<file path="src/rv_mem_pkg.sv">
// Shared types and constants for the RV32I data-memory subsystem
// The bus is always little-endian and there are no access faults
// RAM depth is fixed, byte addresses wrap modulo the RAM size
package rv_mem_pkg;

  // Data or address word
  typedef logic [31:0] word_t;

  // I-type layout, used to decode loads
  typedef struct packed {
    logic [11:0] imm;
    logic [4:0]  rs1;
    logic [2:0]  funct3;
    logic [4:0]  rd;
    logic [6:0]  opcode;
  } i_type_t;

  // S-type layout, used to decode stores
  // Immediate is split around rs2/rs1/funct3
  typedef struct packed {
    logic [6:0]  imm_hi;
    logic [4:0]  rs2;
    logic [4:0]  rs1;
    logic [2:0]  funct3;
    logic [4:0]  imm_lo;
    logic [6:0]  opcode;
  } s_type_t;

  // Same instruction word seen two ways
  // funct3 and opcode sit at the same bits in both views
  typedef union packed {
    i_type_t i_view;
    s_type_t s_view;
  } instr_t;

  // Major opcodes
  localparam logic [6:0] OPC_LOAD  = 7'b0000011;
  localparam logic [6:0] OPC_STORE = 7'b0100011;

  // funct3 width codes, stores reuse LB/LH/LW
  localparam logic [2:0] LB  = 3'b000;
  localparam logic [2:0] LH  = 3'b001;
  localparam logic [2:0] LW  = 3'b010;
  localparam logic [2:0] LBU = 3'b100;
  localparam logic [2:0] LHU = 3'b101;

  // Data RAM geometry
  localparam int MEM_WORDS = 256;
  localparam int MEM_AW    = 8;

endpackage

</file>
<file path="src/fetch_unit.sv">
// Sequential instruction fetch with redirect, one read in flight
// fetch_req and redirect must not come while fetch_busy is high
// A redirect together with fetch_req fetches from the new target
// Targets are forced to word alignment
`timescale 1ns/1ps

module fetch_unit (
  input  logic                  CLK,
  input  logic                  rst_n,
  input  logic                  fetch_req,
  input  logic                  redirect,
  input  rv_mem_pkg::word_t     redirect_addr,
  input  logic                  fetch_gnt,
  input  logic                  fetch_rvalid,
  input  rv_mem_pkg::word_t     rdata,
  output logic                  fetch_req_bus,
  output rv_mem_pkg::word_t     fetch_addr,
  output logic                  fetch_busy,
  output rv_mem_pkg::word_t     fetch_instr,
  output rv_mem_pkg::word_t     fetch_pc,
  output logic                  fetch_valid
);

  rv_mem_pkg::word_t pc;
  rv_mem_pkg::word_t next_pc;
  logic              wait_r;

  // Redirect wins over the current PC in the same cycle
  assign next_pc    = redirect ? {redirect_addr[31:2], 2'b00} : pc;
  assign fetch_busy = fetch_req_bus | wait_r;

  always_ff @(posedge CLK) begin
    if (!rst_n) begin
      pc            <= '0;
      fetch_req_bus <= 1'b0;
      wait_r        <= 1'b0;
      fetch_valid   <= 1'b0;
    end else begin
      fetch_valid <= 1'b0;
      if (redirect) begin
        pc <= next_pc;
      end
      if (fetch_req) begin
        fetch_req_bus <= 1'b1;
      end
      if (fetch_req_bus && fetch_gnt) begin
        fetch_req_bus <= 1'b0;
        wait_r        <= 1'b1;
      end
      // Word arrives, step to the next sequential address
      if (wait_r && fetch_rvalid) begin
        wait_r      <= 1'b0;
        fetch_valid <= 1'b1;
        pc          <= fetch_addr + 32'd4;
      end
    end
  end

  // Address and returned word
  always_ff @(posedge CLK) begin
    if (fetch_req) begin
      fetch_addr <= next_pc;
    end
    if (wait_r && fetch_rvalid) begin
      fetch_instr <= rdata;
      fetch_pc    <= fetch_addr;
    end
  end

  assert property (@(posedge CLK) disable iff (!rst_n) fetch_req |-> !fetch_busy);
  assert property (@(posedge CLK) disable iff (!rst_n) redirect |-> !fetch_busy);

endmodule

</file>
<file path="config.mk">
export PLATFORM = sky130hd
export DESIGN_NAME = fetch_unit
export DESIGN_NICKNAME = d
export VERILOG_FILES = /design/src/rv_mem_pkg.sv /design/src/fetch_unit.sv
export SDC_FILE = /design/constraint.sdc
export NUM_CORES = 1
export LEC_CHECK = 0
export BUFFER_PORTS_ARGS = -buffer_cell sky130_fd_sc_hd__buf_4
export CAP_MARGIN = 20
export CORE_MARGIN = 5
export CORE_UTILIZATION = 30
export CTS_BUF_LIST = sky130_fd_sc_hd__clkbuf_4
export DETAILED_ROUTE_END_ITERATION = 7
export GPL_TIMING_DRIVEN = 0
export SETUP_SLACK_MARGIN = 0.05
export SLEW_MARGIN = 30
export SYNTH_ARGS = -nofsm -noshare
export SYNTH_HDL_FRONTEND = slang
export SYNTH_SLANG_ARGS = --single-unit
</file>
<file path="constraint.sdc">
create_clock -name CLK -period 7 [get_ports CLK]
set_input_delay 0.35 -clock CLK [delete_from_list [all_inputs] [get_ports CLK]]
set_output_delay 0.35 -clock CLK [all_outputs]
set_load 0.02 [all_outputs]
</file>
=== After elaboration in Yosys (flattened, before gate mapping) ===
Cells that the tools add are included.

* $add $sub $neg: 1
* Muxes and demuxes: 4
* Bitwise logic cells: 2
* Reductions and logical operators: 5

{| class="wikitable"
|+ Operators by type and width
! operator !! number
|-
| two-way mux 32 bit || 3
|-
| adder 32 x 3 -> 32 bit, second input constant || 1
|-
| OR reduction 2 bit || 2
|-
| logical AND 1 bit || 2
|-
| nonzero test 2 bit || 1
|-
| two-way mux 1 bit || 1
|-
| inverter 1 bit || 1
|-
| OR 1 bit || 1
|}

* Flip-flop bits (word level): 131
* Input bits: 70
* Output and inout bits: 99
* Word-level logic and storage cells: 19

=== Depth between registers and ports, before layout ===
* Depth after elaboration: 3
* Mapped depth: 6
* Depth with buffers taken out: 6

=== Worst setup path after synthesis ===
No wires, ideal clock.

* Path kind: in2reg
* Start: input fetch_rvalid
* End: register fetch_instr[0] (enable)
* Library setup time: 453 ps
* Arrival time: 2528 ps
* Required time: 6547 ps
* Setup slack: 4019 ps
* Stages on the path: 3
* Path buffers: 1
* Cell sequence: nand2_1 inv_1 clkbuf_1

* Longest elaborated chain between the ends: 1

{| class="wikitable"
|+ Ends and longest elaborated chain
! what !! RTL line !! RTL
|-
| start: declaration || fetch_unit.sv:14 || <nowiki>input logic fetch_rvalid,</nowiki>
|-
| logical AND 1 bit || fetch_unit.sv:64 || <nowiki>if (wait_r && fetch_rvalid) begin</nowiki>
|-
| end signal: assignment || fetch_unit.sv:65 || <nowiki>fetch_instr <= rdata;</nowiki>
|-
| end: declaration || fetch_unit.sv:19 || <nowiki>output rv_mem_pkg::word_t fetch_instr,</nowiki>
|}

No other way between the ends.
A chain may end at the register's enable or synchronous reset.

=== Worst setup path in the final report ===
* Start: register fetch_addr[2]
* End: register pc[16]

* Longest elaborated chain between the ends: 2

{| class="wikitable"
|+ Ends and longest elaborated chain
! what !! RTL line !! RTL
|-
| start: declaration || fetch_unit.sv:17 || <nowiki>output rv_mem_pkg::word_t fetch_addr,</nowiki>
|-
| start signal: assignment || fetch_unit.sv:62 || <nowiki>fetch_addr <= next_pc;</nowiki>
|-
| adder 32 x 3 -> 32 bit || fetch_unit.sv:54 || <nowiki>pc <= fetch_addr + 32'd4;</nowiki>
|-
| two-way mux 32 bit || fetch_unit.sv:51 || <nowiki>if (wait_r && fetch_rvalid) begin</nowiki>
|-
| end signal: assignment || fetch_unit.sv:41 || <nowiki>pc <= next_pc;</nowiki>
|-
| end signal: assignment || fetch_unit.sv:54 ||
|-
| end: declaration || fetch_unit.sv:24 || <nowiki>rv_mem_pkg::word_t pc;</nowiki>
|}

No other way between the ends.

==> impl_metrics.tcl <==
set metrics [dict create \
    outcome "completed" \
    fin_tns_setup_ps 0 \
    rr_startpoint "fetch_addr[2]" \
    fin_crit_sh_pct 32.8 \
    ys_types 32 \
    ys.flop_type "edfxtp_1" \
    drcViolationCount 0 \
    instances_no_fill 788 \
    antenna_found_initial 0 \
    critPathTopFamily "simple AND/OR/NAND/NOR gates" \
    netlist_top_cells_area "edfxtp_1 (58%), dfxtp_1 (14%), mux2_2 (4.8%)" \
    ys_seq_area_share_pct 72.0 \
    async_flop_share_pct 0 \
    clock.fmax_mhz 435 \
    dr.first_iter.drc_count 119 \
    cp_slowest_cell "or3_1" \
    vias 3540 \
    row_count 47 \
    nets 626 \
    initial_core_util_pct 30.3 \
    max_cap_viol_count 0 \
    worst_ep_required_time_ps 7410 \
    place.gp.congestion 0.756 \
    hold_viol_final 0 \
    fillers 1518 \
    coreArea_um2 16400 \
    io_pins 169 \
    hold_path_class "input port to flop" \
    endpoint_kind "flop" \
    h-tree-depth 4 \
    startpoint "fetch_addr[2]" \
    final.min_clock_period_ps 2300 \
    dieArea_um2 19300 \
    startpoint_type "flop" \
    syn_inst 338 \
    leakage_nw 2.71 \
    swShare_pct 24.5 \
    place_hpwl_mm 9.38 \
    synth_area_um2 4970 \
    yosysWarnings 0 \
    clockPowerShare_pct 32.7 \
    placed_area_um2 6510 \
    final.setup.worst_slack_ps 4700 \
    slowest_delay_ps 600 \
    relSlewSlack_pct 54.2 \
    rsz0062_at_grt "no" \
    root_buffer "clkbuf_4" \
    fp.dieW_um 139 \
    synth_top_area_cell "edfxtp_1" \
    area_growth_pct 43.3 \
    path_clk_slew_ps 110 \
    grt_start_max_net_pins 46 \
    syn-num-nets 409 \
    syn_avg_cell_area_um2 14.7 \
    path_cells "ha_1 -> nand4_1 -> or3_1 -> nor2_1 -> xnor2_1 -> a21oi_1" \
    hp-start "fetch_gnt" \
    wire_per_inst_um 16.9 \
    ys_ff_latch 131 \
    cts_sinks 131 \
    final_area_um2 7130 \
    critPathKind "flop to flop" \
    clock_skew_ps 17.9 \
    cts_buffer_depth 2 \
    antenna_cells_inserted 0 \
    tightest_slew_ps 681 \
    seqPwrFrac_pct 56.4 \
    power.switching_uw 391 \
    ir_worst_vdd_mv 0.110 \
    path_buf_inv 0 \
    grt_usage_pct 13.8 \
    path_max_fanout 8 \
    vias_per_cell 4.49 \
    numCtsBuffers 17 \
    first_pass_iters 4 \
    clk_latency_ps 550 \
    wl_mm 13.3 \
    p_int_mw 1.20 \
    synth_edf_count 96 \
    drive_above_1_share_pct 40.5 \
    synth_top_area_share_pct 57.9 \
    die_height_um 139 \
    timing.final.max_slew_violations 0 \
    ant_nets 0 \
    p_comb_share_pct 10.9 \
    powerDensity_nw_per_um2 224 \
    worstPathArrival_ps 2710 \
    dp.cells 724 \
    dp_slack_ps 4680 \
    port_buffers 165 \
    grt_pass1_vias 3740 \
    grt_first_pass_wirelength_mm 20.8 \
    grt.overflow.total 0 \
    setup_viol 0 \
    cts_tree "yes" \
]
## cell type report
type	count	area, um^2	area share (%)
flip-flops and latches	131	3580	50.3
well taps	220	275	3.86
clock inverters	15	166	2.33
repair buffers	198	1580	22.2
multi-input cells	186	1310	18.3
clock buffers	17	128	1.79
plain buffers	15	67.6	0.948
inverters	6	22.5	0.316
## per-stage QoR
stage | hold WS, ps | utilization (%) | total power [mW]
after floorplan | 449 | - | 0.990
after global placement | 486 | 39.5 | 1.08
after detailed placement | 486 | 39.7 | 1.08
after CTS | 19.3 | 43.4 | 1.62
after global routing | 11.8 | 43.4 | 1.68
final | 76.1 | 43.4 | 1.60
## tightest hold or removal path, cell delays in order
cell and delay (ps):
buf_4 80, nand2_1 50, o21ai_0 60, nor2_1 40
## worst paths after layout
kind | endpoint | depth (start not counted) | slack, ps
worst min-delay path | fetch_req_bus | 4 | 80
worst max register to register | pc[16] | 6 | 4700
worst min register to register | fetch_pc[0] | 0 | 510
worst max-delay path | pc[16] | 6 | 4700
## flip-flops by register name, indices dropped and copies added, names as in the netlist
signal,cells
fetch_instr,32
wait_r,1
pc,32
fetch_addr,32
fetch_pc,32
fetch_req_bus,1
fetch_valid,1
## per-layer routing
| layer | wire length, um | GRT usage (%) | vias up |
|---|---|---|---|
| met5 | 0 | 0 | - |
| met4 | 176 | 4.02 | 0 |
| met3 | 883 | 5.76 | 14 |
| met2 | 6360 | 22.4 | 136 |
| met1 | 5890 | 17.1 | 1690 |
| li1 | - | - | 1700 |
## cells by family after synthesis
kind of cell    count (synthesis)  synth area share [%]
fa+ha+maj                       1                 0.251
compound gates                 56                  6.16
mux                            31                  7.02
xor+xnor                       25                  4.40
buf+inv                        21                  1.74
simple gates                   73                  8.40
flops                         131                  72.0
## what timing repair did
item                                   in CTS  in global routing
gates resized for setup                     0                  0
buffers inserted                            0                  0
hold buffers                               32                  0
endpoints found under the hold margin      32                  0
## power by group through the flow
stage               Sequential, mW  Clock, mW  Combinational [mW]
global route                 0.906      0.585               0.188
finish                       0.900      0.522               0.173
floorplan                    0.936          0              0.0537
detailed placement           0.918          0               0.160
global placement             0.918          0               0.157
CTS                          0.901      0.547               0.176
## Yosys cell counts (all sizes together) (5+ instances only)
library cell  instances
mux2                 31
xor2                  9
nand2                16
a211oi                5
edfxtp               96
o21ai                25
nand4                 8
clkbuf               10
nand3                12
nor2                 13
a21oi                22
inv                   6
dfxtp                35
buf                   5
nor4                  9
xnor2                16
## cell usage in the layout, fill, tap and decap left out, drive strengths merged, types with 16 or more instances in the layout
| cell | n |
|---|---|
| dlygate4sd3 | 32 |
| dfxtp | 35 |
| buf | 171 |
| edfxtp | 96 |
| mux2 | 31 |
| nand2 | 16 |
| xnor2 | 16 |
| clkbuf | 27 |
| a21oi | 22 |
| o21ai | 25 |
(Power assumes the default switching activity.)
