$ cat config.mk
export PLATFORM = sky130hd
export DESIGN_NAME = load_store_unit
export DESIGN_NICKNAME = d
export VERILOG_FILES = /design/src/rv_mem_pkg.sv /design/src/load_store_unit.sv
export SDC_FILE = /design/constraint.sdc
export NUM_CORES = 1
export LEC_CHECK = 0
export ABC_AREA = 0
export CAP_MARGIN = 30
export CELL_PAD_IN_SITES_DETAIL_PLACEMENT = 1
export CELL_PAD_IN_SITES_GLOBAL_PLACEMENT = 1
export CORE_ASPECT_RATIO = 0.5
export CORE_MARGIN = 2
export CORE_UTILIZATION = 48
export DETAILED_ROUTE_END_ITERATION = 12
export DONT_BUFFER_PORTS = 1
export HOLD_SLACK_MARGIN = 0.05
export PLACE_DENSITY = 0.89
export SETUP_SLACK_MARGIN = 0.05
export SLEW_MARGIN = 40
export SYNTH_ARGS = -nofsm -noshare
export SYNTH_HDL_FRONTEND = slang
export SYNTH_SLANG_ARGS = --single-unit
$ cat constraint.sdc
create_clock -name CLK -period 6 [get_ports CLK]
set_input_delay 1.2 -clock CLK [delete_from_list [all_inputs] [get_ports CLK]]
set_output_delay 1.2 -clock CLK [all_outputs]
set_load 0.05 [all_outputs]
$ cat src/rv_mem_pkg.sv
// Shared types and constants for the RV32I data-memory subsystem
// The bus is always little-endian and there are no access faults
// RAM depth is fixed, byte addresses wrap modulo the RAM size
package rv_mem_pkg;

  // Data or address word
  typedef logic [31:0] word_t;

  // I-type layout, used to decode loads
  typedef struct packed {
    logic [11:0] imm;
    logic [4:0]  rs1;
    logic [2:0]  funct3;
    logic [4:0]  rd;
    logic [6:0]  opcode;
  } i_type_t;

  // S-type layout, used to decode stores
  // Immediate is split around rs2/rs1/funct3
  typedef struct packed {
    logic [6:0]  imm_hi;
    logic [4:0]  rs2;
    logic [4:0]  rs1;
    logic [2:0]  funct3;
    logic [4:0]  imm_lo;
    logic [6:0]  opcode;
  } s_type_t;

  // Same instruction word seen two ways
  // funct3 and opcode sit at the same bits in both views
  typedef union packed {
    i_type_t i_view;
    s_type_t s_view;
  } instr_t;

  // Major opcodes
  localparam logic [6:0] OPC_LOAD  = 7'b0000011;
  localparam logic [6:0] OPC_STORE = 7'b0100011;

  // funct3 width codes, stores reuse LB/LH/LW
  localparam logic [2:0] LB  = 3'b000;
  localparam logic [2:0] LH  = 3'b001;
  localparam logic [2:0] LW  = 3'b010;
  localparam logic [2:0] LBU = 3'b100;
  localparam logic [2:0] LHU = 3'b101;

  // Data RAM geometry
  localparam int MEM_WORDS = 256;
  localparam int MEM_AW    = 8;

endpackage

$ cat src/load_store_unit.sv
// RV32I load/store unit for a little-endian word bus
// Accepts one access per mem_req pulse; mem_req must not come while lsu_busy
// Misaligned or illegal accesses pulse an exception one cycle later, no bus access
// Loads finish with load_valid, stores with store_done
// Only OPC_LOAD and OPC_STORE are decoded, any other opcode is illegal
`timescale 1ns/1ps

module load_store_unit (
  input  logic                  CLK,
  input  logic                  rst_n,
  input  logic                  mem_req,
  input  rv_mem_pkg::instr_t    instr,
  input  rv_mem_pkg::word_t     rs1_data,
  input  rv_mem_pkg::word_t     rs2_data,
  input  logic                  lsu_gnt,
  input  logic                  lsu_rvalid,
  input  rv_mem_pkg::word_t     rdata,
  output logic                  lsu_req,
  output logic                  lsu_we,
  output rv_mem_pkg::word_t     lsu_addr,
  output logic [3:0]            lsu_byte_en,
  output rv_mem_pkg::word_t     lsu_wdata,
  output logic                  lsu_busy,
  output rv_mem_pkg::word_t     load_data,
  output logic                  load_valid,
  output logic                  store_done,
  output logic                  mal_l,
  output logic                  mal_s,
  output logic                  illegal
);

  // Decode of the incoming instruction
  logic              is_load;
  logic              is_store;
  logic [2:0]        width;
  logic              width_ok;
  logic              bad_op;
  logic              misaligned;
  rv_mem_pkg::word_t imm_ext;
  rv_mem_pkg::word_t eff_addr;
  logic [1:0]        offset;
  logic [3:0]        byte_en;
  rv_mem_pkg::word_t store_data;
  logic              accept;

  // Access state and captured load attributes
  logic              wait_r;
  logic [2:0]        acc_width;
  logic [1:0]        acc_off;
  rv_mem_pkg::word_t shifted;
  rv_mem_pkg::word_t load_ext;

  // funct3 and opcode share bit positions in both views
  assign is_load  = (instr.i_view.opcode == rv_mem_pkg::OPC_LOAD);
  assign is_store = (instr.s_view.opcode == rv_mem_pkg::OPC_STORE);
  assign width    = instr.i_view.funct3;

  // Stores have no unsigned forms
  always_comb begin
    case (width)
      rv_mem_pkg::LB, rv_mem_pkg::LH, rv_mem_pkg::LW: width_ok = is_load | is_store;
      rv_mem_pkg::LBU, rv_mem_pkg::LHU:               width_ok = is_load;
      default:                                        width_ok = 1'b0;
    endcase
  end
  assign bad_op = ~width_ok;

  // Immediate comes from the I view for loads, the S view for stores
  assign imm_ext = is_store ?
                   {{20{instr.s_view.imm_hi[6]}}, instr.s_view.imm_hi, instr.s_view.imm_lo} :
                   {{20{instr.i_view.imm[11]}}, instr.i_view.imm};

  assign eff_addr = rs1_data + imm_ext;
  assign offset   = eff_addr[1:0];

  // Lane selection, byte 0 is the lowest address
  always_comb begin
    case (width)
      rv_mem_pkg::LB, rv_mem_pkg::LBU: byte_en = 4'b0001 << offset;
      rv_mem_pkg::LH, rv_mem_pkg::LHU: byte_en = offset[1] ? 4'b1100 : 4'b0011;
      rv_mem_pkg::LW:                  byte_en = 4'b1111;
      default:                         byte_en = 4'b0000;
    endcase
  end

  // Halves need even offsets, words need offset zero
  always_comb begin
    case (width)
      rv_mem_pkg::LH, rv_mem_pkg::LHU: misaligned = offset[0];
      rv_mem_pkg::LW:                  misaligned = (offset != 2'b00);
      default:                         misaligned = 1'b0;
    endcase
  end

  // Replicate so the right lane carries the data whatever the offset
  always_comb begin
    case (width)
      rv_mem_pkg::LB: store_data = {4{rs2_data[7:0]}};
      rv_mem_pkg::LH: store_data = {2{rs2_data[15:0]}};
      default:        store_data = rs2_data;
    endcase
  end

  assign lsu_busy = lsu_req | wait_r;
  assign accept   = mem_req & ~lsu_busy;

  // Control state
  always_ff @(posedge CLK) begin
    if (!rst_n) begin
      lsu_req    <= 1'b0;
      wait_r     <= 1'b0;
      load_valid <= 1'b0;
      store_done <= 1'b0;
      mal_l      <= 1'b0;
      mal_s      <= 1'b0;
      illegal    <= 1'b0;
    end else begin
      load_valid <= 1'b0;
      store_done <= 1'b0;
      // Exceptions replace the bus request
      illegal <= accept & bad_op;
      mal_l   <= accept & ~bad_op & is_load & misaligned;
      mal_s   <= accept & ~bad_op & is_store & misaligned;
      if (accept && !bad_op && !misaligned) begin
        lsu_req <= 1'b1;
      end
      if (lsu_req && lsu_gnt) begin
        lsu_req <= 1'b0;
        if (lsu_we) begin
          store_done <= 1'b1;
        end else begin
          wait_r <= 1'b1;
        end
      end
      if (wait_r && lsu_rvalid) begin
        wait_r     <= 1'b0;
        load_valid <= 1'b1;
      end
    end
  end

  // Request payload, held while lsu_req is high
  always_ff @(posedge CLK) begin
    if (accept) begin
      lsu_we      <= is_store;
      lsu_addr    <= eff_addr;
      lsu_byte_en <= byte_en;
      lsu_wdata   <= store_data;
      acc_width   <= width;
      acc_off     <= offset;
    end
    if (wait_r && lsu_rvalid) begin
      load_data <= load_ext;
    end
  end

  // Bring the addressed byte or half down to bit 0, then extend
  assign shifted = rdata >> {acc_off, 3'b000};

  always_comb begin
    case (acc_width)
      rv_mem_pkg::LB:  load_ext = {{24{shifted[7]}}, shifted[7:0]};
      rv_mem_pkg::LBU: load_ext = {24'h000000, shifted[7:0]};
      rv_mem_pkg::LH:  load_ext = {{16{shifted[15]}}, shifted[15:0]};
      rv_mem_pkg::LHU: load_ext = {16'h0000, shifted[15:0]};
      default:         load_ext = rdata;
    endcase
  end

  // Callers wait for the previous access to finish
  assert property (@(posedge CLK) disable iff (!rst_n) mem_req |-> !lsu_busy);

endmodule

* Word level (Yosys, flattened, before mapping) *
Index checks and enable logic that the tools add are counted.

operators by class
  magnitude comparators = 0
  mux-type cells = 9
  shift operators = 2
  eq/ne operators = 9
  add/subtract/negate cells = 1
  bitwise logic cells = 13
  reductions and logical operators = 16
  $mul = 0
  divide/modulo/power cells = 0

operators by type and width
  cell                                              count
  case mux 32 bit (4 select lines)                  1
  case mux 32 bit (2 select lines)                  1
  adder 32 bit                                      1
  >> shifter 32 x 5 -> 16 bit                       1
  == test 3 bit (second input constant)             4
  case mux 4 bit (3 select lines)                   1
  OR reduction 2 bit                                5
  AND 1 bit                                         7
  == test 7 x 2 -> 1 bit (second input constant)    1
  == test 7 x 6 -> 1 bit (second input constant)    1
  == test 3 x 1 -> 1 bit (second input constant)    2
  logical NOT 3 bit                                 2
  2-to-1 mux 5 bit                                  1
  logical AND 1 bit                                 4
  2-to-1 mux 4 bit                                  1
  NOT 1 bit                                         4
  case mux 1 bit (2 select lines)                   2
  AND reduction 2 bit                               2
  << shifter 1 x 2 -> 4 bit (first input constant)  1
  == test 3 x 2 -> 1 bit (second input constant)    1
  OR reduction 3 bit                                1
  2-to-1 mux 1 bit                                  2
  OR 1 bit                                          2
  nonzero test 2 bit                                1
  logical NOT 1 bit                                 1

storage, ports and cells
  ROM bits = 0
  input bits = 133
  bits in latches = 0
  memories kept = 0
  RAM bits = 0
  flip-flop bits (word level) = 113
  output and inout port bits = 108
  logic and storage cells = 64

* Longest topological paths before layout *
  word-level depth = 7
  depth in mapped cells = 14
  gate-level depth less buffers = 14

* Least setup slack after synthesis *
OpenSTA, ideal clock, no wires.

  path kind = input port to flip-flop
  start = input mem_req
  end = register mal_s
  stages on the path = 4
  data arrival time = 4,952 ps
  path buffers = 0
  setup slack = 945 ps
  path through = inv_1 -> nor2_1 -> nand2_1 -> nor4b_1

on the way
  cells in the longest elaborated chain, start to end = 4

RTL lines
  element                  RTL line                RTL
  from (decl)              load_store_unit.sv:11   input logic mem_req,
  AND 1 bit                load_store_unit.sv:105  assign accept = mem_req & ~lsu_busy;
  named net accept         load_store_unit.sv:44   logic accept;
  AND 1 bit (3 in series)  load_store_unit.sv:123  mal_s <= accept & ~bad_op & is_store & misaligned;
  to (signal assigned)     load_store_unit.sv:123
  to (decl)                load_store_unit.sv:28   output logic mal_s,

The timed path passes the listed nets, and every way through them passes these cells.
A chain may end at the register's enable or synchronous reset.

* Final worst setup path *
  start = input instr[3] (netlist name)
  end = register lsu_addr[30] (data pin)

on the way
  cells in the longest elaborated chain, start to end = 3

RTL lines
  element                 RTL line                RTL
  from (decl)             load_store_unit.sv:12   input rv_mem_pkg::instr_t instr,
  == test 7 x 6 -> 1 bit  load_store_unit.sv:55   assign is_store = (instr.s_view.opcode == rv_mem_pkg::OPC_STORE);
  2-to-1 mux 5 bit        load_store_unit.sv:69   assign imm_ext = is_store ?
  adder 32 bit            load_store_unit.sv:73   assign eff_addr = rs1_data + imm_ext;
  named net eff_addr[30]  load_store_unit.sv:40   rv_mem_pkg::word_t eff_addr;
  to (signal assigned)    load_store_unit.sv:146  lsu_addr <= eff_addr;
  to (decl)               load_store_unit.sv:20   output rv_mem_pkg::word_t lsu_addr,

The timed path passes the listed nets, and every way through them passes these cells.

==> impl_metrics.json <==
{
  "rsz0062_at_grt": "no",
  "numCtsBuffers": 9,
  "drv_slew": 0,
  "routed-wl-met2_mm": 9.01,
  "gr-total-overflow": 0,
  "yosysSeqAreaShare_pct": 51.6,
  "drc": 0,
  "grt_max_degree": 38,
  "irDropWorstVdd_mv": 0.212,
  "clockRootBuffer": "clkbuf_16",
  "slew_headroom_pct": 51.8,
  "hp-start": "wait_r$_SDFFE_PP0P_",
  "syn_avg_cell_area_um2": 10.6,
  "power_density_nw_per_um2": 302,
  "period_minus_slack_ns": 3.98,
  "cts-resized-gates": 0,
  "synthMostInstantiatedCell": "nand2_1",
  "routed_via_density": 6.19,
  "r2r_cells": 7,
  "clock_skew_ns": 0.00984,
  "yosysWarnings": 0,
  "htreeDepth": 3,
  "port_buffers": 0,
  "setup-tns-final_ns": 0,
  "maxUsedRoutingLayer": "met4",
  "dp_hpwl_mm": 13.7,
  "cts_tree": "done",
  "rr_startpoint": "lsu_addr[0]$_DFFE_PP_",
  "end_kind": "flip-flop",
  "drt_iter0_markers": 260,
  "cap_viol_max_count": 0,
  "synth_common_cells": "nand2_1 (111), edfxtp_1 (104), a21oi_1 (47), nor2_1 (41), ha_1 (31)",
  "switching_share_pct": 31.6,
  "grt_pass1_wl_mm": 26.9,
  "die_w_um": 166,
  "period_share_pct": 66.4,
  "netlist-cell-type-count": 62,
  "core_um2": 12800,
  "synth_nets": 759,
  "path_clk_slew_ns": 0.07,
  "crit_type": "in -> reg",
  "nets": 755,
  "met3_length_um": 868,
  "ant_nets": 0,
  "synth_area_leaders": "edfxtp_1 (49%), nand2_1 (6.6%), ha_1 (6.1%)",
  "comb_power_share_pct": 16.1,
  "outcome": "finished clean",
  "synthArstFlopShare_pct": 0,
  "rows": 29,
  "cts_setup_buffers": 0,
  "syn-cell-area_um2": 6330,
  "r2r-end": "load_data[17]$_DFFE_PP_",
  "hold_end": "load_valid$_SDFF_PN0_",
  "die_h_um": 85.2,
  "ys.flop_type": "edfxtp_1",
  "synth_seq_cells": 111,
  "grt_pass1_vias": 4882,
  "sequentialPowerShare_pct": 53.6,
  "routedWlPerCell_um": 22.8,
  "worst_pin_slew_ns": 0.719,
  "hold_viol": 0,
  "synth_edf_count": 104,
  "p_switching_w": 0.000656,
  "gp_congestion": 0.859,
  "ios": 241,
  "clk_path_buf_depth": 2,
  "antenna_found_initial": 0,
  "wl_met1_mm": 6.99,
  "area_delta_synth_final_pct": 8.72,
  "cp.required_ns": 6.16,
  "p_int_w": 0.00142,
  "insertion_delay_ns": 0.35,
  "clock_sinks": 111,
  "r2r_slack_ns": 3.56,
  "drive_above_1_share_pct": 10.3,
  "first_pass_iters": 4,
  "yosys.area.top_type": "edfxtp_1",
  "netlist_instances": 594,
  "power.leakage_nw": 2.64,
  "start_kind": "input pin",
  "synth_top_area_share_pct": 49.4,
  "cts_hold_buf": 0,
  "preCtsSetupSlack_ns": 1.67,
  "fmax_ghz": 0.251,
  "worst_slack_ns": 2.02,
  "placed_area_um2": 6550,
  "worstPathArrival_ns": 4.14,
  "crit_fanout": 6,
  "die-area_um2": 14200,
  "diodes": 0,
  "hold_depth": 1,
  "clock_power_share_pct": 30.2,
  "initial_core_util_pct": 49.5,
  "routed_wl_mm": 17.4,
  "setup_viol": 0,
  "num_vias": 4734,
  "design_area_um2": 6880,
  "track_usage_pct": 24.1,
  "worstHoldPathType": "reg -> reg"
}
## through the flow
stage | std cells | util [%] | hold WS (ns) | total power, W
6_report | 765 | 53.8 | 0.558 | 0.00208
5_1_grt | 765 | 53.8 | 0.585 | 0.00215
4_1_cts | 764 | 53.7 | 0.558 | 0.00209
3_5_place_dp | 748 | 51.3 | 0.548 | 0.00146
3_3_place_gp | 743 | 50.7 | 0.500 | 0.00143
2_1_floorplan | 594 | - | 0.487 | 0.00137
## layer usage
metal  GRT usage [%]  up-vias
li1                -     2192
met1            28.0     2336
met2            44.4      161
met3            4.99       45
met4            9.56        0
met5               0        -
## cell usage in the layout (no fill, tap or decap), types with 3 or more instances in the layout
cell type  count
a21boi_0       5
a21o_1         6
a21oi_1       47
a22oi_1        8
and3_1         4
buf_4          3
buf_8          3
clkbuf_16      9
dfxtp_1        7
edfxtp_1     104
ha_1          31
inv_1         12
mux2_2        23
mux2i_1       12
nand2_1      111
nand3_1       12
nand4_1        6
nor2_1        39
nor2b_1        6
nor3_1         7
nor4_1         3
o211ai_1       4
o21a_1         7
o21ai_0       28
o21ai_1        3
o21bai_1       5
o31ai_1        7
o31ai_2        3
xnor2_1       19
xor2_1         9
## how the worst max path moves through the flow
stage,start,cells past startpoint,slack (ns),to
after global placement,instr[3],13,1.84,lsu_addr[30]$_DFFE_PP_
after detailed placement,instr[3],13,1.67,lsu_addr[30]$_DFFE_PP_
after global routing,instr[3],13,1.87,lsu_addr[30]$_DFFE_PP_
after floorplan,mem_req,4,0.94,mal_s$_SDFF_PN0_
final,instr[3],13,2.02,lsu_addr[30]$_DFFE_PP_
after CTS,instr[3],13,2.03,lsu_addr[30]$_DFFE_PP_
## power by group through the flow
| stage | combinational [W] | sequential (W) | clock, W |
|---|---|---|---|
| final | 0.000334 | 0.00111 | 0.000628 |
| after global routing | 0.000370 | 0.00112 | 0.000663 |
| after CTS | 0.000327 | 0.00112 | 0.000642 |
| after detailed placement | 0.000324 | 0.00113 | 0 |
| after global placement | 0.000295 | 0.00114 | 0 |
| after floorplan | 0.000252 | 0.00112 | 0 |
## flip-flops by register name, indices dropped and copies added (netlist names)
register / count
acc_width: 3
illegal: 1
load_data: 32
load_valid: 1
lsu_addr: 32
lsu_byte_en: 4
lsu_req: 1
lsu_wdata: 32
lsu_we: 1
mal_l: 1
mal_s: 1
store_done: 1
wait_r: 1
## cells by family (layout without fill, tap and decap cells)
family	count (synthesis)	after routing	share of synthesized area, %
and+or+nand+nor	202	202	13.9
AOI/OAI and AO/OA	149	149	15.8
DFF	111	111	51.6
buffers and inverters	37	38	2.35
muxes	35	35	5.99
adders and majority gates	32	32	6.45
xor gates and xnor gates	28	28	3.88
## final cells by class
cell class | count | area (µm²)
Clock buffer | 10 | 229
Tap cell | 170 | 213
Sequential cell | 111 | 3260
Timing Repair Buffer | 9 | 118
Fill cell | 1345 | 5890
Inverter | 13 | 48.8
Clock inverter | 6 | 82.6
Multi-Input combinational cell | 446 | 2920
## worst max-delay path, stage by stage
cell and delay, ns:
nor4_1 0.29, and3_1 0.22, nand2_1 0.15, nand2_1 0.12, nand2_1 0.07, ha_1 0.22, fa_1 0.41, a21o_1 0.23
a31o_2 0.30, a21boi_2 0.28, o22ai_1 0.19, o211a_1 0.24, a211oi_1 0.22
No activity file was read; power rests on OpenSTA's default activity.
