### src/rv_mem_pkg.sv
// Shared types and constants for the RV32I data-memory subsystem
// The bus is always little-endian and there are no access faults
// RAM depth is fixed, byte addresses wrap modulo the RAM size
package rv_mem_pkg;

  // Data or address word
  typedef logic [31:0] word_t;

  // I-type layout, used to decode loads
  typedef struct packed {
    logic [11:0] imm;
    logic [4:0]  rs1;
    logic [2:0]  funct3;
    logic [4:0]  rd;
    logic [6:0]  opcode;
  } i_type_t;

  // S-type layout, used to decode stores
  // Immediate is split around rs2/rs1/funct3
  typedef struct packed {
    logic [6:0]  imm_hi;
    logic [4:0]  rs2;
    logic [4:0]  rs1;
    logic [2:0]  funct3;
    logic [4:0]  imm_lo;
    logic [6:0]  opcode;
  } s_type_t;

  // Same instruction word seen two ways
  // funct3 and opcode sit at the same bits in both views
  typedef union packed {
    i_type_t i_view;
    s_type_t s_view;
  } instr_t;

  // Major opcodes
  localparam logic [6:0] OPC_LOAD  = 7'b0000011;
  localparam logic [6:0] OPC_STORE = 7'b0100011;

  // funct3 width codes, stores reuse LB/LH/LW
  localparam logic [2:0] LB  = 3'b000;
  localparam logic [2:0] LH  = 3'b001;
  localparam logic [2:0] LW  = 3'b010;
  localparam logic [2:0] LBU = 3'b100;
  localparam logic [2:0] LHU = 3'b101;

  // Data RAM geometry
  localparam int MEM_WORDS = 256;
  localparam int MEM_AW    = 8;

endpackage

### src/mem_arbiter.sv
// Round-robin arbiter between the load/store unit and instruction fetch
// Grants are combinational; a requester holds req until it sees its grant
// Read data returns one cycle after the grant with a valid for the owner
// Only the load/store side writes; fetch always reads whole words
`timescale 1ns/1ps

module mem_arbiter (
  input  logic                            CLK,
  input  logic                            rst_n,
  input  logic                            lsu_req,
  input  logic                            lsu_we,
  input  rv_mem_pkg::word_t               lsu_addr,
  input  logic [3:0]                      lsu_byte_en,
  input  rv_mem_pkg::word_t               lsu_wdata,
  input  logic                            fetch_req,
  input  rv_mem_pkg::word_t               fetch_addr,
  input  rv_mem_pkg::word_t               ram_rdata,
  output logic                            lsu_gnt,
  output logic                            fetch_gnt,
  output logic                            lsu_rvalid,
  output logic                            fetch_rvalid,
  output rv_mem_pkg::word_t               rdata,
  output logic                            ram_en,
  output logic                            ram_we,
  output logic [rv_mem_pkg::MEM_AW-1:0]   ram_addr,
  output logic [3:0]                      ram_byte_en,
  output rv_mem_pkg::word_t               ram_wdata
);

  // High when the load/store unit won the most recent grant
  logic last_lsu;

  // On conflict the peer that did not win last time goes first
  assign lsu_gnt   = lsu_req & (~fetch_req | ~last_lsu);
  assign fetch_gnt = fetch_req & (~lsu_req | last_lsu);

  // RAM port steering
  assign ram_en      = lsu_gnt | fetch_gnt;
  assign ram_we      = lsu_gnt & lsu_we;
  assign ram_byte_en = lsu_gnt ? lsu_byte_en : 4'b1111;
  assign ram_wdata   = lsu_wdata;

  // Byte address to word index, upper bits wrap
  always_comb begin
    if (lsu_gnt) begin
      ram_addr = lsu_addr[rv_mem_pkg::MEM_AW+1:2];
    end else begin
      ram_addr = fetch_addr[rv_mem_pkg::MEM_AW+1:2];
    end
  end

  always_ff @(posedge CLK) begin
    if (!rst_n) begin
      last_lsu     <= 1'b0;
      lsu_rvalid   <= 1'b0;
      fetch_rvalid <= 1'b0;
    end else begin
      if (lsu_gnt) begin
        last_lsu <= 1'b1;
      end else if (fetch_gnt) begin
        last_lsu <= 1'b0;
      end
      // Owner of the read in flight, stores return nothing
      lsu_rvalid   <= lsu_gnt & ~lsu_we;
      fetch_rvalid <= fetch_gnt;
    end
  end

  // Shared return bus, qualified by the rvalid pulses
  assign rdata = ram_rdata;

  assert property (@(posedge CLK) disable iff (!rst_n) !(lsu_gnt && fetch_gnt));

endmodule

### config.mk
export PLATFORM = sky130hd
export DESIGN_NAME = mem_arbiter
export DESIGN_NICKNAME = d
export VERILOG_FILES = /design/src/rv_mem_pkg.sv /design/src/mem_arbiter.sv
export SDC_FILE = /design/constraint.sdc
export NUM_CORES = 1
export LEC_CHECK = 0
export ABC_AREA = 1
export BUFFER_PORTS_ARGS = -buffer_cell sky130_fd_sc_hd__buf_2
export CAP_MARGIN = 20
export CORE_AREA = 2 2 84 86
export DETAILED_ROUTE_END_ITERATION = 10
export DIE_AREA = 0 0 86 88
export GPL_ROUTABILITY_DRIVEN = 0
export SLEW_MARGIN = 20
export SYNTH_ARGS = -nofsm -noshare
export SYNTH_HDL_FRONTEND = slang
export SYNTH_SLANG_ARGS = --single-unit
### constraint.sdc
create_clock -name CLK -period 1.1 [get_ports CLK]
set_clock_uncertainty 0.15 [all_clocks]
set_input_delay 0.22 -clock CLK [delete_from_list [all_inputs] [get_ports CLK]]
set_output_delay 0.22 -clock CLK [all_outputs]
set_load 0.01 [all_outputs]
## After elaboration in Yosys (flattened, before gate mapping)

Index checks and enable logic that the tools add are counted.

| storage, ports and cells | value |
|---|---|
| bits in registers | 3 |
| latch bits | 0 |
| ROM bits | 0 |
| memory bits (writable) | 0 |
| memories kept | 0 |
| output and inout bits | 82 |
| input port bits | 137 |

| operators by class | value |
|---|---|
| $mul | 0 |
| magnitude comparators | 0 |
| divide/modulo/power cells | 0 |
| add/sub/neg operators | 0 |
| shift-type cells | 0 |
| reductions and logical operators | 1 |
| muxes and demuxes | 4 |
| bitwise operators | 11 |
| equality and inequality tests | 0 |

Operators by type and width:

| operator | number |
|---|---|
| 8-bit two-way mux | 1 |
| 1-bit bitwise AND | 4 |
| 4-bit two-way mux | 1 |
| 1-bit NOT | 4 |
| 1-bit OR | 3 |
| 1-bit two-way mux | 2 |
| 2-bit nonzero test | 1 |

## Depth between registers and ports, before layout

Gate-level depths: netlist of run 1.

| depth | value |
|---|---|
| depth after elaboration | 5 |
| depth in mapped cells | 5 |

## Least setup slack after synthesis of run 1

Ideal clock, no wire load.

| timing | value |
|---|---|
| path type | register -> output |
| from | register last_lsu |
| to | output port ram_byte_en[0] |
| stages on the path, launching flop included | 4 |
| required time | 730 ps |
| arrival | 792 ps |
| slack | -62 ps |
| cells stage by stage | dfxtp_1 > nand2_4 > nand2_4 > or2_2 |

| on the way | value |
|---|---|
| word-level cells in the longest chain between the ends | 4 |

RTL lines:

| what | RTL line | source |
|---|---|---|
| start, declared | mem_arbiter.sv:31 | `logic last_lsu;` |
| start signal, assigned | mem_arbiter.sv:54 | `last_lsu <= 1'b0;` |
| start signal, assigned | mem_arbiter.sv:59 | `last_lsu <= 1'b1;` |
| start signal, assigned | mem_arbiter.sv:61 | `last_lsu <= 1'b0;` |
| 1-bit NOT | mem_arbiter.sv:34 | `assign lsu_gnt = lsu_req & (~fetch_req \| ~last_lsu);` |
| 1-bit OR | mem_arbiter.sv:34 |  |
| 1-bit bitwise AND | mem_arbiter.sv:34 |  |
| 4-bit two-way mux | mem_arbiter.sv:40 | `assign ram_byte_en = lsu_gnt ? lsu_byte_en : 4'b1111;` |
| end, declared | mem_arbiter.sv:26 | `output logic [3:0] ram_byte_en,` |

No other way between the ends.

## Final worst setup path of run 1

| timing | value |
|---|---|
| from | register last_lsu |
| to | output port ram_byte_en[3] |

The elaborated chain is that of the path after synthesis.

==> flow_metrics.tcl, run 1 <==
set metrics [dict create \
    status "finished, violations left" \
    violations "negative setup slack" \
    worst_setup_path_end_kind "primary output" \
    die_w_um 86 \
    p_leak_nw 0.461 \
    vias_per_cell 3.32 \
    fin_util_pct 13.5 \
    grt_pass1_vias 577 \
    hold_buffers 0 \
    htree_levels 1 \
    clkSlewWorstSetupHoldPaths_ns 0.03 \
    vias 615 \
    grt_pass1_wl_um 2850 \
    worst_path_max_delay_cell "dfxtp_2" \
    area_growth_pct 15.7 \
    grt_usage_pct 5.06 \
    setup_viol 17 \
    ys_seq_area_share_pct 7.77 \
    wl_um 2070 \
    dieArea_mm2 0.00757 \
    crit_arrival_ns 1.10 \
    power_per_cell_area_mw_per_mm2 876 \
    cp_top_family "simple AND/OR/NAND/NOR gates" \
    hp-class "input pin to register" \
    start_util_pct 11.6 \
    dp_slack_ns -0.200 \
    dp.final_hpwl_um 1600 \
    core_region_area_mm2 0.00664 \
    synth_fp_nets 251 \
    irDropWorstVdd_mv 0.222 \
    fin_crit_ns 1.47 \
    critPathRequiredTime_ns 0.73 \
    cts_buffers 3 \
    rsz0062_at_grt "true" \
    setup_ws_ns -0.366 \
    grt-ovfl-total 0 \
    setup.worst_path.class "register to primary output" \
    antenna_found_initial 0 \
    clkSinkCount 3 \
    cts_tree "yes" \
    grt_max_degree 10 \
    nNetsFinal 243 \
    root_buffer "clkbuf_8" \
    ys_ff_latch 3 \
    ant_nets 0 \
    timing.fmax_mhz 682 \
    cp_cell_sequence "nand2_4 > nand2_8 > or2_4 > buf_6" \
    slew_viol_final 0 \
    fin_area_um2 895 \
    netlist_instances 114 \
    postSynthAreaPerCell_um2 6.78 \
    clock_latency_ns 0.22 \
    synth.distinct_cells 12 \
    die_y_um 88 \
    cp_num_buf_inv 1 \
    max_cap_viol_count 0 \
    drtIter0Drc 15 \
    slowest_delay_ns 0.32 \
    wl_per_cell_um 11.2 \
    hold_viol 0 \
    numPortBuffers 42 \
    fin_total_pwr_mw 0.784 \
    diodes 0 \
    worst_pin_slew_ns 0.206 \
    drive_gt1_share_pct 79.0 \
    place_area_um2 681 \
    ys_warn_count 0 \
    start_kind "register" \
    synthesis.area_um2 773 \
    post-route-period-util_pct 133 \
    num_rows 30 \
    dr.pass1.iters 2 \
    io_pins 219 \
    clockBufferDepth 2 \
    relSlewSlack_pct 86.1 \
    drc 0 \
    cp_max_fo 8 \
]
cells in the mapped netlist:
cell,count,share of area (%)
inv_1,5,2.4
nand2_1,20,9.7
buf_4,64,62
buf_8,1,1.9
a21oi_1,1,0.65
nand2_4,2,2.9
or2_2,4,3.2
nor2_1,4,1.9
nand3_1,8,5.2
o21ai_0,1,0.65
dfxtp_1,3,7.8
buf_6,1,1.5
layout by cell type (no fill, tap or decap), types with 2 or more instances in the layout:
cell type	n
nand2_4	2
nand2_2	13
buf_6	13
nand3_1	7
nor2_1	2
buf_4	6
clkbuf_8	3
nand2_1	6
dfxtp_1	2
nor2_2	2
or2_4	4
buf_2	31
inv_1	3
buf_12	3
area by class of cell:
cell class,count,area [um^2]
Timing Repair Buffer,53,407
Multi-Input combinational cell,40,260
Fill cell,747,5750
Sequential cell,3,61.3
Tap cell,80,100
Clock buffer,4,45.0
Inverter,5,21.3
through the flow:
step / hold WS (ns) / std cells / setup TNS, ns
finish: 0.0967 / 185 / -5.55
global route: 0.103 / 185 / -6.30
global placement: 0.290 / 175 / -2.39
detailed placement: 0.290 / 175 / -2.52
CTS: 0.0971 / 185 / -5.59
floorplan: 0.182 / 114 / -0.181
tightest hold or removal path: cells and delay by family:
family | cells | cell delay, ns
buffers and inverters | 2 | 0.16
AND/OR/NAND/NOR | 1 | 0.04
report_power, final:
group / total, mW / internal [mW] / switching [mW]
Combinational: 0.342 / 0.192 / 0.150
Sequential: 0.120 / 0.116 / 0.00355
Clock: 0.322 / 0.247 / 0.0747
Total: 0.784 / 0.556 / 0.228
flip-flops by register name, summed over array words and instances, names as in the netlist:
| name | flops |
|---|---|
| fetch_rvalid | 1 |
| lsu_rvalid | 1 |
| last_lsu | 1 |
final timing paths:
check | start | to | slack (ns) | depth (start not counted)
setup / recovery | last_lsu | ram_byte_en[3] | -0.37 | 4
hold / removal | rst_n | fetch_rvalid | 0.1 | 3
setup reg to reg | last_lsu | last_lsu | -0.23 | 8
hold reg to reg | last_lsu | fetch_rvalid | 0.56 | 5
layer usage:
layer  wire (um)  vias up  GRT usage, %
li1            -      263             -
met1         494      264          3.69
met2        1050       50          8.67
met3         320       38          2.17
met4         201        0          6.78
met5           0        -             0
timing repair:
item                                    4_1_cts  5_1_grt
gates resized for setup                      26        3
pin swaps                                     2        1
buffers inserted                              6        0
endpoints found under the setup margin       16       17
logic make-up (layout without fill, tap and decap cells):
kind of cell,count (synthesis),in the layout,share of synthesized area [%]
and+or+nand+nor,38,38,23.0
DFF,3,3,7.77
buffers and inverters,71,62,68.0
AOI/OAI and AO/OA,2,2,1.29
Note: power is estimated with default switching activity, not from simulation.
==> run 2, diff against run 1 <==
BUFFER_PORTS_ARGS = -buffer_cell sky130_fd_sc_hd__buf_4   (was -buffer_cell sky130_fd_sc_hd__buf_2)
==> run 2 against run 1 <==
Net effect: cell count shrank 3.8%; clock power shrank 1%; worst hold slack gained 0.0027 ns; clock-buffer cell count is the same; flip-flop and latch count is the same; global-route usage shrank 0.47 points; largest cell class unchanged; critical path depth is the same; the run still ends with negative setup slack left; design area shrank 7.3%; critical path type unchanged.
==> flow_metrics.tcl, run 2 (synthesis results as in run 1) <==
set metrics [dict create \
    top_regs "fetch_rvalid (1), last_lsu (1), lsu_rvalid (1)" \
    cp_top_family "simple AND/OR/NAND/NOR gates" \
    start_util_pct 11.6 \
    antenna_found_initial 0 \
    clkSlewWorstSetupHoldPaths_ns 0.03 \
    setup_viol 16 \
    wl_um 1910 \
    grt_max_degree 15 \
    hold_buffers 0 \
    wl_met1_um 506 \
    worst_path_max_delay_cell "dfxtp_2" \
    clockBufferDepth 2 \
    irDropWorstVdd_mv 0.163 \
    grt_pass1_wl_um 2590 \
    status "finished, violations left" \
    critPathRequiredTime_ns 0.73 \
    fin_total_pwr_mw 0.735 \
    top_layer "met4" \
    cts_buffers 3 \
    max_cap_viol_count 0 \
    num_rows 30 \
    drtIter0Drc 9 \
    core_region_area_mm2 0.00664 \
    numPortBuffers 42 \
    wl_per_cell_um 10.7 \
    final_cell_mix "buf_4, nand2_1, nand3_1" \
    ant_nets 0 \
    setup_tns_ns -4.99 \
    wl_met3_um 317 \
    timing.fmax_mhz 686 \
    die_w_um 86 \
    nNetsFinal 236 \
    post-route-period-util_pct 132 \
    cp_num_buf_inv 1 \
    htree_levels 1 \
    dp_slack_ns -0.187 \
    hp-class "input pin to register" \
    drive_gt1_share_pct 65.3 \
    power_per_cell_area_mw_per_mm2 886 \
    worst_setup_path_end_kind "primary output" \
    io_pins 219 \
    rrSetupSlack_ns 0.14 \
    hold_viol 0 \
    dp.final_hpwl_um 1530 \
    setup_ws_ns -0.357 \
    rsz0062_at_grt "true" \
    setup.worst_path.class "register to primary output" \
    vias_per_cell 3.18 \
    fin_crit_ns 1.46 \
    final_common_cell "buf_4" \
    worst_pin_slew_ns 0.152 \
    cp_cell_sequence "nand2_4 > nand2_8 > or2_4 > buf_6" \
    holdWs_ns 0.0994 \
    relSlewSlack_pct 89.8 \
    violations "negative setup slack" \
    dieArea_mm2 0.00757 \
    grt_pass1_vias 512 \
    cp_max_fo 14 \
    drc 0 \
    grt-ovfl-total 0 \
    dr.pass1.iters 2 \
    diodes 0 \
    die_y_um 88 \
    cts_tree "yes" \
    vias 566 \
    clock_latency_ns 0.22 \
    fin_util_pct 12.5 \
    clkSinkCount 3 \
    wl_met2_um 898 \
    grt_usage_pct 4.59 \
    area_growth_pct 7.28 \
    p_leak_nw 0.422 \
    slew_viol_final 0 \
    root_buffer "clkbuf_8" \
    start_kind "register" \
    crit_arrival_ns 1.09 \
    slowest_delay_ns 0.32 \
]
run 2: cell types whose count changed in the layout (fill, tap and decap cells not counted), sizes merged:
cell,change
buf,-7
run 2: final cells by class:
class | count | area (um^2)
fill | 765 | 5810
inverter | 5 | 18.8
clock buffer | 4 | 45.0
timing repair buffer | 46 | 372
sequential | 3 | 61.3
tap | 80 | 100
multi-input combinational | 40 | 233
run 2: routing by layer:
| metal | vias up | track usage [%] |
|---|---|---|
| met2 | 48 | 6.77 |
| met4 | 0 | 6.64 |
| li1 | 249 | - |
| met1 | 233 | 3.46 |
| met3 | 36 | 2.92 |
| met5 | - | 0 |
run 2: stage by stage:
step           area, um^2  std cells
5_1_grt               830        178
2_1_floorplan         802        114
3_3_place_gp          733        173
3_5_place_dp          733        173
4_1_cts               817        178
6_report              830        178
run 2: final timing paths:
kind	from	endpoint	depth (start not counted)
max	last_lsu	ram_byte_en[3]	4
min	rst_n	fetch_rvalid	3
max reg2reg	last_lsu	last_lsu	4
min reg2reg	last_lsu	last_lsu	3
run 2: power breakdown:
group / internal, mW / switching (mW) / total, mW
clock: 0.247 / 0.0712 / 0.318
sequential: 0.116 / 0.00369 / 0.120
combinational: 0.171 / 0.125 / 0.296
total: 0.534 / 0.200 / 0.735
run 2: worst register-to-register path, cell delays in order, from the launching register on:
cell and delay [ns]:
dfxtp_2 0.34, buf_4 0.11, inv_1 0.05, a21oi_2 0.15, nor2_1 0.05
run 2: what timing repair did:
item	in CTS	in global routing
pin swaps	1	0
resized for setup	7	3
endpoints found under the hold margin	0	0
setup endpoints to repair	16	16
setup buffers	1	0
==> run 3, diff against run 2 <==
==> constraint.sdc (replaced) <==
create_clock -name CLK -period 1.1 [get_ports CLK]
set_clock_uncertainty 0.15 [all_clocks]
set_input_delay 0.165 -clock CLK [delete_from_list [all_inputs] [get_ports CLK]]
set_output_delay 0.165 -clock CLK [all_outputs]
set_load 0.01 [all_outputs]
==> run 3 against run 2 <==
Net effect: the run still ends with negative setup slack left; power up 13%; worst hold slack worse by 0.053 ns; non-clock buffer count up 5; critical endpoint is now ram_addr[3]; global-route usage up 0.80 points; clock-buffer cell count unchanged; design area up 20%; clock power about the same; flip-flop and latch count unchanged; first-iteration DRC count down 22%; die area unchanged; register-to-register slack worse by 0.17 ns.
==> flow_metrics.tcl, run 3 (synthesis results as in run 1) <==
set metrics [dict create \
    power_per_cell_area_mw_per_mm2 834 \
    met1_usage_pct 4.25 \
    nNetsFinal 241 \
    start_util_pct 11.6 \
    relSlewSlack_pct 90.0 \
    clockBufferDepth 2 \
    hold_viol 0 \
    hold_buffers 0 \
    vias_per_cell 3.32 \
    final_cell_mix "buf_4, buf_6, nand2_4" \
    grt-busiest-layer "met2" \
    dp.cells 175 \
    area_growth_pct 29.1 \
    grt_max_degree 9 \
    dp.final_hpwl_um 1890 \
    wl_um 2340 \
    setup_viol 17 \
    core_region_area_mm2 0.00664 \
    timing.fmax_mhz 715 \
    worst_setup_path_end_kind "primary output" \
    irDropWorstVdd_mv 0.262 \
    drc 0 \
    status "finished, violations left" \
    dr.pass1.iters 4 \
    worst_pin_slew_ns 0.148 \
    grt_pass1_vias 535 \
    dieArea_mm2 0.00757 \
    nFillCells 753 \
    vias 608 \
    p_leak_nw 0.500 \
    cts_buffers 3 \
    rsz0062_at_grt "true" \
    setup.worst_path.class "register to primary output" \
    final_common_cell "buf_4" \
    htree_levels 1 \
    die_w_um 86 \
    clock_latency_ns 0.21 \
    start_kind "register" \
    setup_ws_ns -0.298 \
    drive_gt1_share_pct 78.6 \
    post-route-period-util_pct 127 \
    die_y_um 88 \
    cp_common_cell "nand2_4" \
    cp_max_fo 7 \
    whs_path_depth 3 \
    multi_input_comb_area_um2 303 \
    wl_per_cell_um 12.8 \
    io_pins 219 \
    fin_total_pwr_mw 0.833 \
    hp-class "input pin to register" \
    worst_path_max_delay_cell "dfxtp_2" \
    cts_tree "yes" \
    crit_arrival_ns 1.08 \
    ant_nets 0 \
    top_regs "fetch_rvalid (1), last_lsu (1), lsu_rvalid (1)" \
    clkSinkCount 3 \
    max_cap_viol_count 0 \
    grt_usage_pct 5.39 \
    antenna_found_initial 0 \
    diodes 0 \
    fin_crit_ns 1.40 \
    seq_area_um2 61.3 \
    num_rows 30 \
    slowest_delay_ns 0.32 \
    violations "negative setup slack" \
    critPathRequiredTime_ns 0.78 \
    clkSlewWorstSetupHoldPaths_ns 0.03 \
    use_met2_pct 8.74 \
    grt_pass1_wl_um 3000 \
    numPortBuffers 42 \
    grt_use_met3_pct 4.05 \
    root_buffer "clkbuf_8" \
    grt-ovfl-total 0 \
    rr_worst_depth 6 \
    cp_cell_sequence "nand2_4 > nand2_8 > buf_12 > nand2_4 > nand2_2 > buf_6" \
    finalNonFillerCells 183 \
    drtIter0Drc 7 \
    slew_viol_final 0 \
]
## run 3: path summary, 6_finish.rpt
kind	slack (ns)	startpoint	endpoint
max	-0.30	last_lsu	ram_addr[3]
min	0.05	rst_n	fetch_rvalid
max reg2reg	-0.03	last_lsu	last_lsu
min reg2reg	0.52	last_lsu	last_lsu
## run 3: critical path, delay by kind of cell, from the launching register on
family	cells	cell delay (ns)
flops	1	0.32
simple gates	4	0.27
buf+inv	2	0.27
## run 3: stage by stage
step           util, %  setup TNS (ns)  cell area [um^2]  setup slack, ns  hold slack (ns)
2_1_floorplan        -               0               774          0.00390            0.127
3_3_place_gp      11.0          -0.930               733           -0.103            0.180
3_5_place_dp      11.0           -1.05               733           -0.112            0.180
4_1_cts           14.4           -4.60               960           -0.314           0.0448
5_1_grt           15.0           -5.27               998           -0.355           0.0471
6_report          15.0           -4.43               998           -0.298           0.0459
## run 3: final cells by class
| type | instances | share of cell area, % |
|---|---|---|
| Timing Repair Buffer | 51 | 46.9 |
| Multi-Input combinational cell | 40 | 30.3 |
| Tap cell | 80 | 10.0 |
| Sequential cell | 3 | 6.14 |
| Clock buffer | 4 | 4.51 |
| Inverter | 5 | 2.13 |
## run 3: where the power goes
| group | internal [mW] | switching [mW] |
|---|---|---|
| Sequential | 0.116 | 0.00333 |
| Clock | 0.247 | 0.0721 |
| Combinational | 0.229 | 0.165 |
| Total | 0.592 | 0.240 |
## run 3: layer usage
layer | wire [um] | share of wire (%)
met5 | 0 | 0
met2 | 1070 | 46
met3 | 489 | 21
met4 | 161 | 6.9
met1 | 617 | 26
## run 3: what timing repair did
action	in CTS	in global routing
pin swaps	5	4
buffers inserted	2	1
cloned	1	0
setup endpoints to repair	16	17
resized for setup	43	7
